File: src/design/core_params.svh
`ifndef CORE_PARAMS_SVH
`define CORE_PARAMS_SVH

// data path width in bits.
`define XLEN 32

// architectural registers, register 0 is hardwired to zero.
`define REG_COUNT 16

// in-flight instructions tracked by the reorder buffer.
// must stay a power of two, the pointers wrap naturally.
`define ROB_DEPTH 8

`endif

File: src/design/core_pkg.sv
`default_nettype none

`include "core_params.svh"

package core_pkg;

  typedef logic [$clog2(`REG_COUNT)-1:0] reg_idx_t;
  typedef logic [$clog2(`ROB_DEPTH)-1:0] rob_tag_t;
  typedef logic [`XLEN-1:0] word_t;
  typedef logic [15:0] imm_t; // raw immediate from decode.

  typedef enum logic [3:0] {
    op_li,
    op_addi,
    op_add,
    op_sub,
    op_and,
    op_or,
    op_xor,
    op_slt,
    op_sll,
    op_srl,
    op_mul
  } op_t;

  typedef struct packed {
    op_t      op;
    word_t    a;
    word_t    b;
    rob_tag_t tag;
  } dispatch_t;

  typedef struct packed {
    rob_tag_t tag;
    word_t    value;
  } result_t;

endpackage

`default_nettype wire

File: src/design/core_ifs.sv
`timescale 1ns/1ps
`default_nettype none

// one instance per functional unit. valid is a single cycle strobe.
interface dispatch_if import core_pkg::*; ();

  logic     valid;
  op_t      op;
  word_t    a;
  word_t    b;
  rob_tag_t tag;

  modport issue(output valid, output op, output a, output b, output tag);

  modport unit(input valid, input op, input a, input b, input tag);

endinterface

// shared result bus. each unit owns its own valid and result pair.
interface cdb_if import core_pkg::*; ();

  logic    alu_valid;
  result_t alu_result;
  logic    mult_valid;
  result_t mult_result;

  modport alu(output alu_valid, output alu_result);

  modport mult(output mult_valid, output mult_result);

  modport rob(
    input alu_valid,
    input alu_result,
    input mult_valid,
    input mult_result
  );

endinterface

`default_nettype wire

File: src/design/alu_unit.sv
`timescale 1ns/1ps
`default_nettype none

`include "core_params.svh"

module alu_unit import core_pkg::*; (
  input logic clk,
  input logic reset,
  dispatch_if.unit dispatch,
  cdb_if.alu cdb
);

  localparam int SHAMT_W = $clog2(`XLEN);

  word_t result;

  always_comb begin
    case (dispatch.op)
      op_li:   result = dispatch.b; // issue already placed the immediate in b.
      op_addi: result = dispatch.a + dispatch.b;
      op_add:  result = dispatch.a + dispatch.b;
      op_sub:  result = dispatch.a - dispatch.b;
      op_and:  result = dispatch.a & dispatch.b;
      op_or:   result = dispatch.a | dispatch.b;
      op_xor:  result = dispatch.a ^ dispatch.b;
      op_slt:  result = {{(`XLEN-1){1'b0}}, $signed(dispatch.a) < $signed(dispatch.b)};
      op_sll:  result = dispatch.a << dispatch.b[SHAMT_W-1:0];
      op_srl:  result = dispatch.a >> dispatch.b[SHAMT_W-1:0];
      default: result = '0;
    endcase
  end

  always_ff @(posedge clk) begin
    if (reset) cdb.alu_valid <= 1'b0;
    else cdb.alu_valid <= dispatch.valid;
    cdb.alu_result <= '{tag: dispatch.tag, value: result};
  end

  a_no_mul: assert property (@(posedge clk) disable iff (reset)
    dispatch.valid |-> dispatch.op != op_mul);

endmodule

`default_nettype wire

File: src/design/exec_core.sv
`timescale 1ns/1ps
`default_nettype none

module exec_core import core_pkg::*; (
  input  logic     clk,
  input  logic     reset,
  input  logic     instr_valid,
  input  op_t      instr_op,
  input  reg_idx_t instr_rd,
  input  reg_idx_t instr_rs1,
  input  reg_idx_t instr_rs2,
  input  imm_t     instr_imm,
  output logic     instr_ready,
  output logic     commit_valid,
  output reg_idx_t commit_rd,
  output word_t    commit_value
);

  dispatch_if alu_dispatch ();
  dispatch_if mult_dispatch ();
  cdb_if      cdb ();

  reg_idx_t rs1, rs2;
  word_t    rs1_value, rs2_value;
  logic     rs1_pending, rs2_pending;
  logic     alloc_valid;
  reg_idx_t alloc_rd;
  logic     rob_full;
  rob_tag_t rob_tail; // doubles as the tag of the instruction being accepted.
  rob_tag_t commit_tag;

  register_file register_file (
    .clk(clk), .reset(reset), .rs1(rs1), .rs2(rs2),
    .alloc_valid(alloc_valid), .alloc_rd(alloc_rd), .alloc_tag(rob_tail),
    .commit_valid(commit_valid), .commit_rd(commit_rd),
    .commit_tag(commit_tag), .commit_value(commit_value),
    .rs1_value(rs1_value), .rs2_value(rs2_value),
    .rs1_pending(rs1_pending), .rs2_pending(rs2_pending)
  );

  issue_stage issue_stage (
    .clk(clk), .reset(reset), .instr_valid(instr_valid), .instr_op(instr_op),
    .instr_rd(instr_rd), .instr_rs1(instr_rs1), .instr_rs2(instr_rs2),
    .instr_imm(instr_imm), .rs1_value(rs1_value), .rs2_value(rs2_value),
    .rs1_pending(rs1_pending), .rs2_pending(rs2_pending),
    .rob_full(rob_full), .rob_tail(rob_tail), .instr_ready(instr_ready),
    .alloc_valid(alloc_valid), .alloc_rd(alloc_rd), .rs1(rs1), .rs2(rs2),
    .alu(alu_dispatch), .mult(mult_dispatch)
  );

  alu_unit alu_unit (.clk(clk), .reset(reset), .dispatch(alu_dispatch), .cdb(cdb));

  mult_unit mult_unit (.clk(clk), .reset(reset), .dispatch(mult_dispatch), .cdb(cdb));

  reorder_buffer reorder_buffer (
    .clk(clk), .reset(reset), .alloc_valid(alloc_valid), .alloc_rd(alloc_rd),
    .cdb(cdb), .rob_full(rob_full), .rob_tail(rob_tail),
    .commit_valid(commit_valid), .commit_rd(commit_rd),
    .commit_tag(commit_tag), .commit_value(commit_value)
  );

endmodule

`default_nettype wire

File: src/design/issue_stage.sv
`timescale 1ns/1ps
`default_nettype none

`include "core_params.svh"

module issue_stage import core_pkg::*; (
  input  logic     clk,
  input  logic     reset,
  input  logic     instr_valid,
  input  op_t      instr_op,
  input  reg_idx_t instr_rd,
  input  reg_idx_t instr_rs1,
  input  reg_idx_t instr_rs2,
  input  imm_t     instr_imm,
  input  word_t    rs1_value,
  input  word_t    rs2_value,
  input  logic     rs1_pending,
  input  logic     rs2_pending,
  input  logic     rob_full,
  input  rob_tag_t rob_tail,
  output logic     instr_ready,
  output logic     alloc_valid,
  output reg_idx_t alloc_rd,
  output reg_idx_t rs1,
  output reg_idx_t rs2,
  dispatch_if.issue alu,
  dispatch_if.issue mult
);

  logic      uses_rs1;
  logic      uses_rs2;
  logic      is_mul;
  logic      accept;
  logic      slot_clash;
  logic [3:0] need_slot;
  logic [3:0] slot_busy; // bit k is the bus cycle k cycles after a dispatch issued now.
  word_t     imm_ext;
  word_t     op_a;
  word_t     op_b;
  logic      alu_valid_q;
  logic      mult_valid_q;
  dispatch_t disp_q;

  assign rs1      = instr_rs1;
  assign rs2      = instr_rs2;
  assign alloc_rd = instr_rd;

  assign uses_rs1  = instr_op != op_li;
  assign uses_rs2  = !(instr_op inside {op_li, op_addi});
  assign is_mul    = instr_op == op_mul;
  assign need_slot = is_mul ? 4'b1000 : 4'b0010; // alu finishes 1 cycle after dispatch, mult 3.

  assign slot_clash  = |(slot_busy & need_slot);
  assign instr_ready = !rob_full && !slot_clash &&
                       !(uses_rs1 && rs1_pending) && !(uses_rs2 && rs2_pending);
  assign accept      = instr_valid && instr_ready;
  assign alloc_valid = accept;

  assign imm_ext = {{(`XLEN - $bits(imm_t)){instr_imm[$bits(imm_t)-1]}}, instr_imm};
  assign op_a    = uses_rs1 ? rs1_value : '0;
  assign op_b    = uses_rs2 ? rs2_value : imm_ext;

  always_ff @(posedge clk) begin
    if (reset) begin
      alu_valid_q  <= 1'b0;
      mult_valid_q <= 1'b0;
      slot_busy    <= '0;
    end else begin
      alu_valid_q  <= accept && !is_mul;
      mult_valid_q <= accept && is_mul;
      slot_busy    <= (slot_busy | (accept ? need_slot : 4'b0000)) >> 1;
    end
    if (accept) begin
      disp_q <= '{op: instr_op, a: op_a, b: op_b, tag: rob_tail};
    end
  end

  // both units see the same payload, only the strobe selects the target.
  assign alu.valid  = alu_valid_q;
  assign alu.op     = disp_q.op;
  assign alu.a      = disp_q.a;
  assign alu.b      = disp_q.b;
  assign alu.tag    = disp_q.tag;
  assign mult.valid = mult_valid_q;
  assign mult.op    = disp_q.op;
  assign mult.a     = disp_q.a;
  assign mult.b     = disp_q.b;
  assign mult.tag   = disp_q.tag;

  // an alu dispatch two cycles after a multiply would land on the multiply's bus cycle.
  a_bus_slot: assert property (@(posedge clk) disable iff (reset)
    alu.valid |-> !$past(mult.valid, 2));

endmodule

`default_nettype wire

File: src/design/mult_unit.sv
`timescale 1ns/1ps
`default_nettype none

`include "core_params.svh"

module mult_unit import core_pkg::*; (
  input logic clk,
  input logic reset,
  dispatch_if.unit dispatch,
  cdb_if.mult cdb
);

  localparam int HALF = `XLEN / 2;

  word_t           ll_full;
  word_t           lh_full;
  word_t           hl_full;
  word_t           p_ll;
  logic [HALF-1:0] p_lh; // cross terms only matter below bit XLEN after the shift.
  logic [HALF-1:0] p_hl;
  logic            s1_valid;
  rob_tag_t        s1_tag;
  word_t           s2_value;
  logic            s2_valid;
  rob_tag_t        s2_tag;

  // the high by high product lands entirely above the low word and is never formed.
  assign ll_full = word_t'(dispatch.a[HALF-1:0]) * word_t'(dispatch.b[HALF-1:0]);
  assign lh_full = word_t'(dispatch.a[HALF-1:0]) * word_t'(dispatch.b[`XLEN-1:HALF]);
  assign hl_full = word_t'(dispatch.a[`XLEN-1:HALF]) * word_t'(dispatch.b[HALF-1:0]);

  always_ff @(posedge clk) begin
    if (reset) begin
      s1_valid       <= 1'b0;
      s2_valid       <= 1'b0;
      cdb.mult_valid <= 1'b0;
    end else begin
      s1_valid       <= dispatch.valid;
      s2_valid       <= s1_valid;
      cdb.mult_valid <= s2_valid;
    end
    p_ll            <= ll_full;
    p_lh            <= lh_full[HALF-1:0];
    p_hl            <= hl_full[HALF-1:0];
    s1_tag          <= dispatch.tag;
    s2_value        <= p_ll + {p_lh + p_hl, {HALF{1'b0}}}; // carry out of the cross sum drops.
    s2_tag          <= s1_tag;
    cdb.mult_result <= '{tag: s2_tag, value: s2_value};
  end

endmodule

`default_nettype wire

File: src/design/register_file.sv
`timescale 1ns/1ps
`default_nettype none

`include "core_params.svh"

module register_file import core_pkg::*; (
  input  logic     clk,
  input  logic     reset,
  input  reg_idx_t rs1,
  input  reg_idx_t rs2,
  input  logic     alloc_valid,
  input  reg_idx_t alloc_rd,
  input  rob_tag_t alloc_tag,
  input  logic     commit_valid,
  input  reg_idx_t commit_rd,
  input  rob_tag_t commit_tag,
  input  word_t    commit_value,
  output word_t    rs1_value,
  output word_t    rs2_value,
  output logic     rs1_pending,
  output logic     rs2_pending
);

  word_t                 regs[`REG_COUNT];
  logic [`REG_COUNT-1:0] pending;
  rob_tag_t              pend_tag[`REG_COUNT]; // youngest writer of each register.

  // no bypass from commit, a register committing this cycle still reads as pending.
  assign rs1_value   = regs[rs1];
  assign rs2_value   = regs[rs2];
  assign rs1_pending = pending[rs1];
  assign rs2_pending = pending[rs2];

  always_ff @(posedge clk) begin
    if (reset) begin
      for (int i = 0; i < `REG_COUNT; i++) begin
        regs[i] <= '0;
      end
      pending <= '0;
    end else begin
      if (commit_valid && commit_rd != '0) begin
        regs[commit_rd] <= commit_value;
      end
      // only the recorded writer releases the register.
      if (commit_valid && pending[commit_rd] && pend_tag[commit_rd] == commit_tag) begin
        pending[commit_rd] <= 1'b0;
      end
      if (alloc_valid && alloc_rd != '0) begin
        pending[alloc_rd] <= 1'b1; // a new allocation overrides a release in the same cycle.
      end
    end
    if (alloc_valid && alloc_rd != '0) begin
      pend_tag[alloc_rd] <= alloc_tag;
    end
  end

endmodule

`default_nettype wire

File: src/design/reorder_buffer.sv
`timescale 1ns/1ps
`default_nettype none

`include "core_params.svh"

module reorder_buffer import core_pkg::*; (
  input  logic     clk,
  input  logic     reset,
  input  logic     alloc_valid,
  input  reg_idx_t alloc_rd,
  cdb_if.rob       cdb,
  output logic     rob_full,
  output rob_tag_t rob_tail,
  output logic     commit_valid,
  output reg_idx_t commit_rd,
  output rob_tag_t commit_tag,
  output word_t    commit_value
);

  localparam int CNT_W = $clog2(`ROB_DEPTH) + 1;
  localparam logic [CNT_W-1:0] FULL_COUNT = CNT_W'(`ROB_DEPTH);

  reg_idx_t              entry_rd[`ROB_DEPTH];
  word_t                 entry_value[`ROB_DEPTH];
  logic [`ROB_DEPTH-1:0] entry_done;
  rob_tag_t              head;
  rob_tag_t              tail;
  logic [CNT_W-1:0]      count;
  logic                  cdb_hit;
  result_t               cdb_sel;
  logic                  commit_fire;
  logic [CNT_W-1:0]      cdb_offset;

  // at most one unit drives the bus in a cycle, so a plain select is enough.
  assign cdb_hit = cdb.alu_valid || cdb.mult_valid;
  assign cdb_sel = cdb.alu_valid ? cdb.alu_result : cdb.mult_result;

  assign rob_full    = count == FULL_COUNT;
  assign rob_tail    = tail;
  assign commit_fire = count != '0 && entry_done[head];
  assign cdb_offset  = {1'b0, rob_tag_t'(cdb_sel.tag - head)};

  always_ff @(posedge clk) begin
    if (reset) begin
      head         <= '0;
      tail         <= '0;
      count        <= '0;
      entry_done   <= '0;
      commit_valid <= 1'b0;
    end else begin
      if (alloc_valid) begin
        entry_done[tail] <= 1'b0;
        tail             <= tail + 1'b1;
      end
      if (cdb_hit) entry_done[cdb_sel.tag] <= 1'b1;
      if (commit_fire) head <= head + 1'b1;
      count        <= count + CNT_W'(alloc_valid) - CNT_W'(commit_fire);
      commit_valid <= commit_fire;
    end
    if (alloc_valid) entry_rd[tail] <= alloc_rd;
    if (cdb_hit) entry_value[cdb_sel.tag] <= cdb_sel.value;
    commit_rd  <= entry_rd[head];
    commit_tag <= head;
    // register 0 commits as zero whatever the unit produced.
    commit_value <= (entry_rd[head] == '0) ? '0 : entry_value[head];
  end

  a_one_result: assert property (@(posedge clk) disable iff (reset)
    !(cdb.alu_valid && cdb.mult_valid));

  a_tag_occupied: assert property (@(posedge clk) disable iff (reset)
    cdb_hit |-> cdb_offset < count);

endmodule

`default_nettype wire

File: config.mk
export PLATFORM = sky130hd
export DESIGN_NAME = exec_core
export DESIGN_NICKNAME = d
export VERILOG_FILES = /design/src/design/core_pkg.sv /design/src/design/core_ifs.sv /design/src/design/alu_unit.sv /design/src/design/exec_core.sv /design/src/design/issue_stage.sv /design/src/design/mult_unit.sv /design/src/design/register_file.sv /design/src/design/reorder_buffer.sv
export VERILOG_INCLUDE_DIRS = /design/src /design/src/design
export SDC_FILE = /design/constraint.sdc
export NUM_CORES = 2
export LEC_CHECK = 0
export BUFFER_PORTS_ARGS = -buffer_cell sky130_fd_sc_hd__buf_2
export CORE_ASPECT_RATIO = 0.8
export CORE_MARGIN = 4
export CORE_UTILIZATION = 45
export CTS_BUF_LIST = sky130_fd_sc_hd__clkbuf_16
export CTS_CLUSTER_SIZE = 10
export DETAILED_ROUTE_END_ITERATION = 8
export PLACE_DENSITY = 0.65
export SYNTH_ARGS = -nofsm -noshare
export SYNTH_HDL_FRONTEND = slang
export SYNTH_SLANG_ARGS = --single-unit
export TNS_END_PERCENT = 30
File: constraint.sdc
create_clock -name clk -period 8.2 [get_ports clk]
set_input_delay 1.23 -clock clk [delete_from_list [all_inputs] [get_ports clk]]
set_output_delay 1.23 -clock clk [all_outputs]
set_load 0.1 [all_outputs]
**Word level (Yosys, flattened, before mapping)**

Memories as Yosys holds them, arrays and structs flattened. A register that Yosys moved wholly into a read port is not among the register bits.
Cells that the tools add are included.

- Latch bits: 0
- Bits in read-only memories: 0
- Word-level logic and storage cells: 160
- Memories kept: 4
- Output and inout port bits: 38
- Bits in registers: 260
- RAM bits: 848
- Input port bits: 35

Memory list:

| name | words | width | read ports | clocked after Yosys merged registers in | write ports | RTL line | source |
|---|---|---|---|---|---|---|---|
| register_file.regs | 16 | 32 | 2 | 1 | 16 | register_file.sv:24 | `` word_t regs[`REG_COUNT]; `` |
| reorder_buffer.entry_value | 8 | 32 | 1 | 1 | 1 | reorder_buffer.sv:24 | `` word_t entry_value[`ROB_DEPTH]; `` |
| register_file.pend_tag | 16 | 3 | 1 | 1 | 1 | register_file.sv:26 | `` rob_tag_t pend_tag[`REG_COUNT]; `` |
| reorder_buffer.entry_rd | 8 | 4 | 1 | 1 | 1 | reorder_buffer.sv:23 | `` reg_idx_t entry_rd[`ROB_DEPTH]; `` |

- Reductions and logical operators: 36
- Add/sub/neg operators: 8
- Divide/modulo/power cells: 0
- Mux-type cells: 43
- Bitwise gates (word level): 11
- Eq/ne operators: 13
- Shift-type cells: 2
- Multiply operators: 3
- Magnitude comparators: 12

Operator list:

| cell | number |
|---|---|
| $pmux W32 S9 | 1 |
| $add A32 B32 Y32 | 2 |
| $mux W32 | 2 |
| $mux W16 | 3 |
| $mux W35 | 1 |
| $and A32 B32 Y32 | 1 |
| $lt A32 B32 Y1 | 1 |
| $mul A16 B16 Y16 | 2 |
| $mul A16 B16 Y32 | 1 |
| $or A32 B32 Y32 | 1 |
| $reduce_or A32 Y1 | 1 |
| $shl A32 B5 Y32 | 1 |
| $shr A32 B5 Y32 | 1 |
| $sub A32 B32 Y32 | 1 |
| $xor A32 B32 Y32 | 1 |
| $mux W8 | 3 |
| $lt A4 B5 Y1 const B | 4 |
| $mux W1 | 20 |
| $logic_and A1 B1 Y1 | 17 |
| $add A16 B16 Y16 | 1 |
| $and A16 B16 Y16 | 1 |
| $eq A4 B3 Y1 const B | 4 |
| $eq A4 B4 Y1 const B | 4 |
| $not A16 Y16 | 1 |
| 28 further kinds | 53 |

**Depth between registers and ports, before layout**

- Word-level depth: 13
- Mapped depth: 29
- Gate-level depth less buffers: 24

**Cells and area by module**

From an unflattened synthesis, not the netlist that was laid out.

- Cells, all modules: 6,236
- Area, all modules: 76,016.7 um2

By module, submodules not included:

| module | seq. area each (um2) | instances | cells an instance | area each (um2) |
|---|---|---|---|---|
| register_file | 17,136.4 | 1 | 1,738 | 29,580.9 |
| mult_unit | 2,802.7 | 1 | 2,242 | 20,369.5 |
| reorder_buffer | 9,869.5 | 1 | 710 | 13,381.6 |
| alu_unit | 720.7 | 1 | 1,267 | 9,176.3 |
| issue_stage | 2,212.1 | 1 | 279 | 3,508.4 |

**Least setup slack after synthesis**

OpenSTA, ideal clock, no wires.

- Kind: reg-to-reg
- Start point: reg issue_stage.disp_q (netlist bit issue_stage.alu.b[1])
- End point: reg mult_unit.p_ll[30]
- Library setup time: 0.072 ns
- Path slack: 0.527 ns
- Required time: 8.128 ns
- Stages on the path, launching flop included: 28
- Clock period less this slack: 7.673 ns
- Buffers on the path: 7
- Arrival: 7.601 ns
- Cell sequence: edfxtp_1 buf_2 buf_2 buf_2 buf_2 clkbuf_1 clkbuf_1 buf_1 nand2_1 fa_1 fa_1 fa_1 fa_1 inv_1 fa_1 inv_1 fa_1 inv_1 ha_1 a21o_1 a2111oi_0 a21bo_1 a31o_2 o41ai_2 o31ai_1 a21o_1 a21oi_1 xnor2_1

- Word-level cells in the longest chain between the ends: 1

Ends and longest elaborated chain:

| element | RTL line | source |
|---|---|---|
| start, declared | issue_stage.sv:42 | `dispatch_t disp_q;` |
| start signal, assigned | issue_stage.sv:74 | `disp_q <= '{op: instr_op, a: op_a, b: op_b, tag: rob_tail};` |
| $mul A16 B16 Y32 | mult_unit.sv:28 | `assign ll_full = word_t'(dispatch.a[HALF-1:0]) * word_t'(dispatch.b[HALF-1:0]);` |
| via mult_unit.ll_full[30] | mult_unit.sv:15 | `word_t ll_full;` |
| end signal, assigned | mult_unit.sv:42 | `p_ll <= ll_full;` |
| end, declared | mult_unit.sv:18 | `word_t p_ll;` |

The timed path passes the listed nets, and every way through them passes these cells.
A chain may end at the register's enable or synchronous reset.

**Worst setup path after layout**

- Start point: reg, netlist name issue_stage.alu.a[2]
- End point: reg mult_unit.p_ll[30]

- Word-level cells in the longest chain between the ends: 1

Ends and longest elaborated chain:

| element | RTL line |
|---|---|
| $mul A16 B16 Y32 | mult_unit.sv:28 |
| via mult_unit.ll_full[30] | mult_unit.sv:15 |

The timed path passes the listed nets, and every way through them passes these cells.

==> results.sh <==
export IMPL_status="finished clean"
export IMPL_insertion_delay_ns=0.83
export IMPL_tightestPinTransition_ns=1.29
export IMPL_clock_path_buffers=3
export IMPL_cts_setup_buffers=0
export IMPL_cp_start_kind="flop"
export IMPL_nNetsFinal=6688
export IMPL_layout_drive_gt1_share=0.164
export IMPL_die_area_sq_um=170000
export IMPL_yosys_warnings=0
export IMPL_required_ns=8.93
export IMPL_gr_max_usage_layer="met1"
export IMPL_setup_ws_ns=1.05
export IMPL_gr_total_overflow=0
export IMPL_yosys_area_share_adder=0.155
export IMPL_arrival_ns=7.88
export IMPL_grt_antenna_before_repair=39
export IMPL_maxSlewViolCount=0
export IMPL_setup_tns_ns=0
export IMPL_synth_seq_area_share=0.444
export IMPL_start_util=0.454
export IMPL_portBuffers=72
export IMPL_wl_mm=266
export IMPL_hold_class="flop to flop"
export IMPL_setup_violations=0
export IMPL_core_sq_um=162000
export IMPL_drv_cap=0
export IMPL_vias=51303
export IMPL_yosys_area_share_simple=0.111
export IMPL_holdWs_ns=0.312
export IMPL_fin_skew_ns=0.0568
export IMPL_hpwlAfterDp_mm=185
export IMPL_cts_sinks=1173
export IMPL_use_met3=0.0994
export IMPL_final_common_cell="edfxtp_1"
export IMPL_endpoint_kind="flop"
export IMPL_cp_max_fo=18
export IMPL_drc_errors=0
export IMPL_nFillCells=14153
export IMPL_slew_headroom=0.137
export IMPL_io_pins=73
export IMPL_period_minus_slack_ns=7.15
export IMPL_synth_area_sq_um=73700
export IMPL_cts_made_buffers=139
export IMPL_cts_root_buffer="clkbuf_16"
export IMPL_ys_seq_elements=1173
export IMPL_grt_use_met1=0.448
export IMPL_rows=132
export IMPL_postRouteAntennaNets=0
export IMPL_grt_max_degree=65
export IMPL_ctsHoldBuffers=0
export IMPL_synthDistinctLibCells=96
export IMPL_die_h_microns=370
export IMPL_finalHoldViolCount=0
export IMPL_tritoncts="built"
export IMPL_pre_cts_slack_ns=1.13
export IMPL_synth_xor_area_frac=0.0174
export IMPL_synthMuxAreaShare=0.160
export IMPL_wl_per_cell_microns=32.3
export IMPL_clock_fmax_ghz=0.140
export IMPL_ys_flop_type="edfxtp_1"
export IMPL_clkTransAtPathRegs_ns=0.06
export IMPL_syn_inst=5957
export IMPL_first_pass_iters=6
export IMPL_period_share=0.872
export IMPL_drt_iter0_markers=7680
export IMPL_area_delta_synth_final_pct=9.95
export IMPL_die_width_microns=460
export IMPL_critical_path_class="flop to flop"
export IMPL_synth_edf_count=919
export IMPL_final_util=0.499
export IMPL_rsz0062_at_grt="no"
export IMPL_async_flop_share=0
export IMPL_via_per_inst=6.24
export IMPL_synth_avg_cell_area_sq_um=12.4
export IMPL_final_cell_mix="edfxtp_1 (919), inv_1 (675), and2_1 (491), nor2_1 (479), mux4_2 (458)"
export IMPL_grtUsageMet2=0.426
export IMPL_first_global_vias=50380
export IMPL_synth_top_family_by_area="multiplexers"
export IMPL_routabilityCongestion=1.02
export IMPL_synth_compound_area_frac=0.0612
export IMPL_htree_levels=4
export IMPL_grt_pass1_wl_mm=376
export IMPL_grtUsageTotal=0.311
export IMPL_cts_resized_gates=0
kinds of logic after synthesis:
| kind of cell | count (synthesis) |
|---|---|
| xor gates and xnor gates | 146 |
| AOI/OAI and AO/OA | 667 |
| buffers and inverters | 1010 |
| adders and majority gates | 696 |
| DFF | 1173 |
| other | 1 |
| and+or+nand+nor | 1669 |
| muxes | 595 |
cell usage after synthesis, types with 12 or more instances:
library cell | instances | share of area
a211o_1 | 12 | 0.0014
a211oi_1 | 15 | 0.0015
a21o_1 | 31 | 0.0032
a21oi_1 | 147 | 0.010
a221o_1 | 23 | 0.0031
a221oi_1 | 30 | 0.0036
a22oi_1 | 19 | 0.0019
and2_1 | 491 | 0.042
and3_1 | 15 | 0.0013
buf_1 | 71 | 0.0036
buf_2 | 18 | 0.0012
clkbuf_1 | 305 | 0.016
dfxtp_1 | 254 | 0.069
edfxtp_1 | 919 | 0.37
fa_1 | 359 | 0.098
ha_1 | 337 | 0.057
inv_1 | 597 | 0.030
mux2_2 | 59 | 0.0090
mux2i_1 | 78 | 0.011
mux4_2 | 458 | 0.14
nand2_1 | 401 | 0.020
nand2b_1 | 33 | 0.0028
nand3_1 | 30 | 0.0020
nor2_1 | 500 | 0.025
nor2b_1 | 57 | 0.0048
nor3_1 | 45 | 0.0031
o211ai_1 | 29 | 0.0030
o21a_1 | 17 | 0.0017
o21ai_0 | 169 | 0.011
o21bai_1 | 25 | 0.0025
o22ai_1 | 25 | 0.0021
or2_2 | 21 | 0.0018
or3_1 | 24 | 0.0020
xnor2_1 | 113 | 0.013
xor2_1 | 33 | 0.0039
routing by layer:
layer  vias to the layer above  share of wire
li1                      21052              -
met2                      3447           0.41
met1                     26162           0.41
met5                         -        0.00030
met4                        12          0.052
met3                       630           0.13
stage by stage:
| stage | std cells | area (sq um) |
|---|---|---|
| global route | 8210 | 81000 |
| floorplan | 5991 | 73800 |
| finish | 8216 | 81000 |
| detailed placement | 7960 | 76700 |
| CTS | 8202 | 80900 |
| global placement | 7960 | 76700 |
flip-flops by register name (all words and copies together), names as in the netlist, 32 cells and up, named ones only:
name,count
reorder_buffer.entry_rd,32
mult_unit.p_ll,32
register_file.regs,512
mult_unit.cdb.mult_result,35
issue_stage.alu.b,32
reorder_buffer.entry_value,256
register_file.pend_tag,48
alu_unit.cdb.alu_result,32
reorder_buffer.commit_value,32
issue_stage.alu.a,32
mult_unit.s2_value,32
critical path, stage by stage, from the launching register on:
cell	delay, ns
edfxtp_1	0.36
clkinv_1	0.85
nor2_1	0.43
fa_1	0.26
inv_1	0.07
fa_1	0.43
fa_1	0.46
fa_1	0.49
inv_1	0.06
fa_1	0.53
inv_1	0.05
fa_1	0.47
inv_1	0.04
ha_1	0.32
a21o_1	0.22
a2111oi_0	0.31
a21bo_1	0.28
a31o_2	0.25
o41ai_2	0.31
buf_4	0.22
o31ai_1	0.12
a21o_1	0.19
a21oi_1	0.19
xnor2_1	0.14
area by class of cell:
cell class                      count  area [sq um]  share of cell area
Antenna cell                       14          35.0            0.000433
Clock buffer                      139          3480              0.0430
Clock inverter                    103           782             0.00966
Inverter                          613          2300              0.0284
Multi-Input combinational cell   3808         37500               0.463
Sequential cell                  1173         32700               0.404
Tap cell                         2144          2680              0.0331
Timing Repair Buffer              222          1520              0.0188
path summary, 6_finish.rpt:
path                    startpoint                           end  slack, ns  depth (start not counted)
min reg2reg  mult_unit.s2_value[4]  mult_unit.cdb.mult_result[4]       0.31                          0
min          mult_unit.s2_value[4]  mult_unit.cdb.mult_result[4]       0.31                          0
max           issue_stage.alu.a[2]            mult_unit.p_ll[30]       1.05                         23
max reg2reg   issue_stage.alu.a[2]            mult_unit.p_ll[30]       1.05                         23
Power is left out: the tool's default activity adds up to more than one toggle a clock period on the data nets, which glitch-free logic cannot reach.
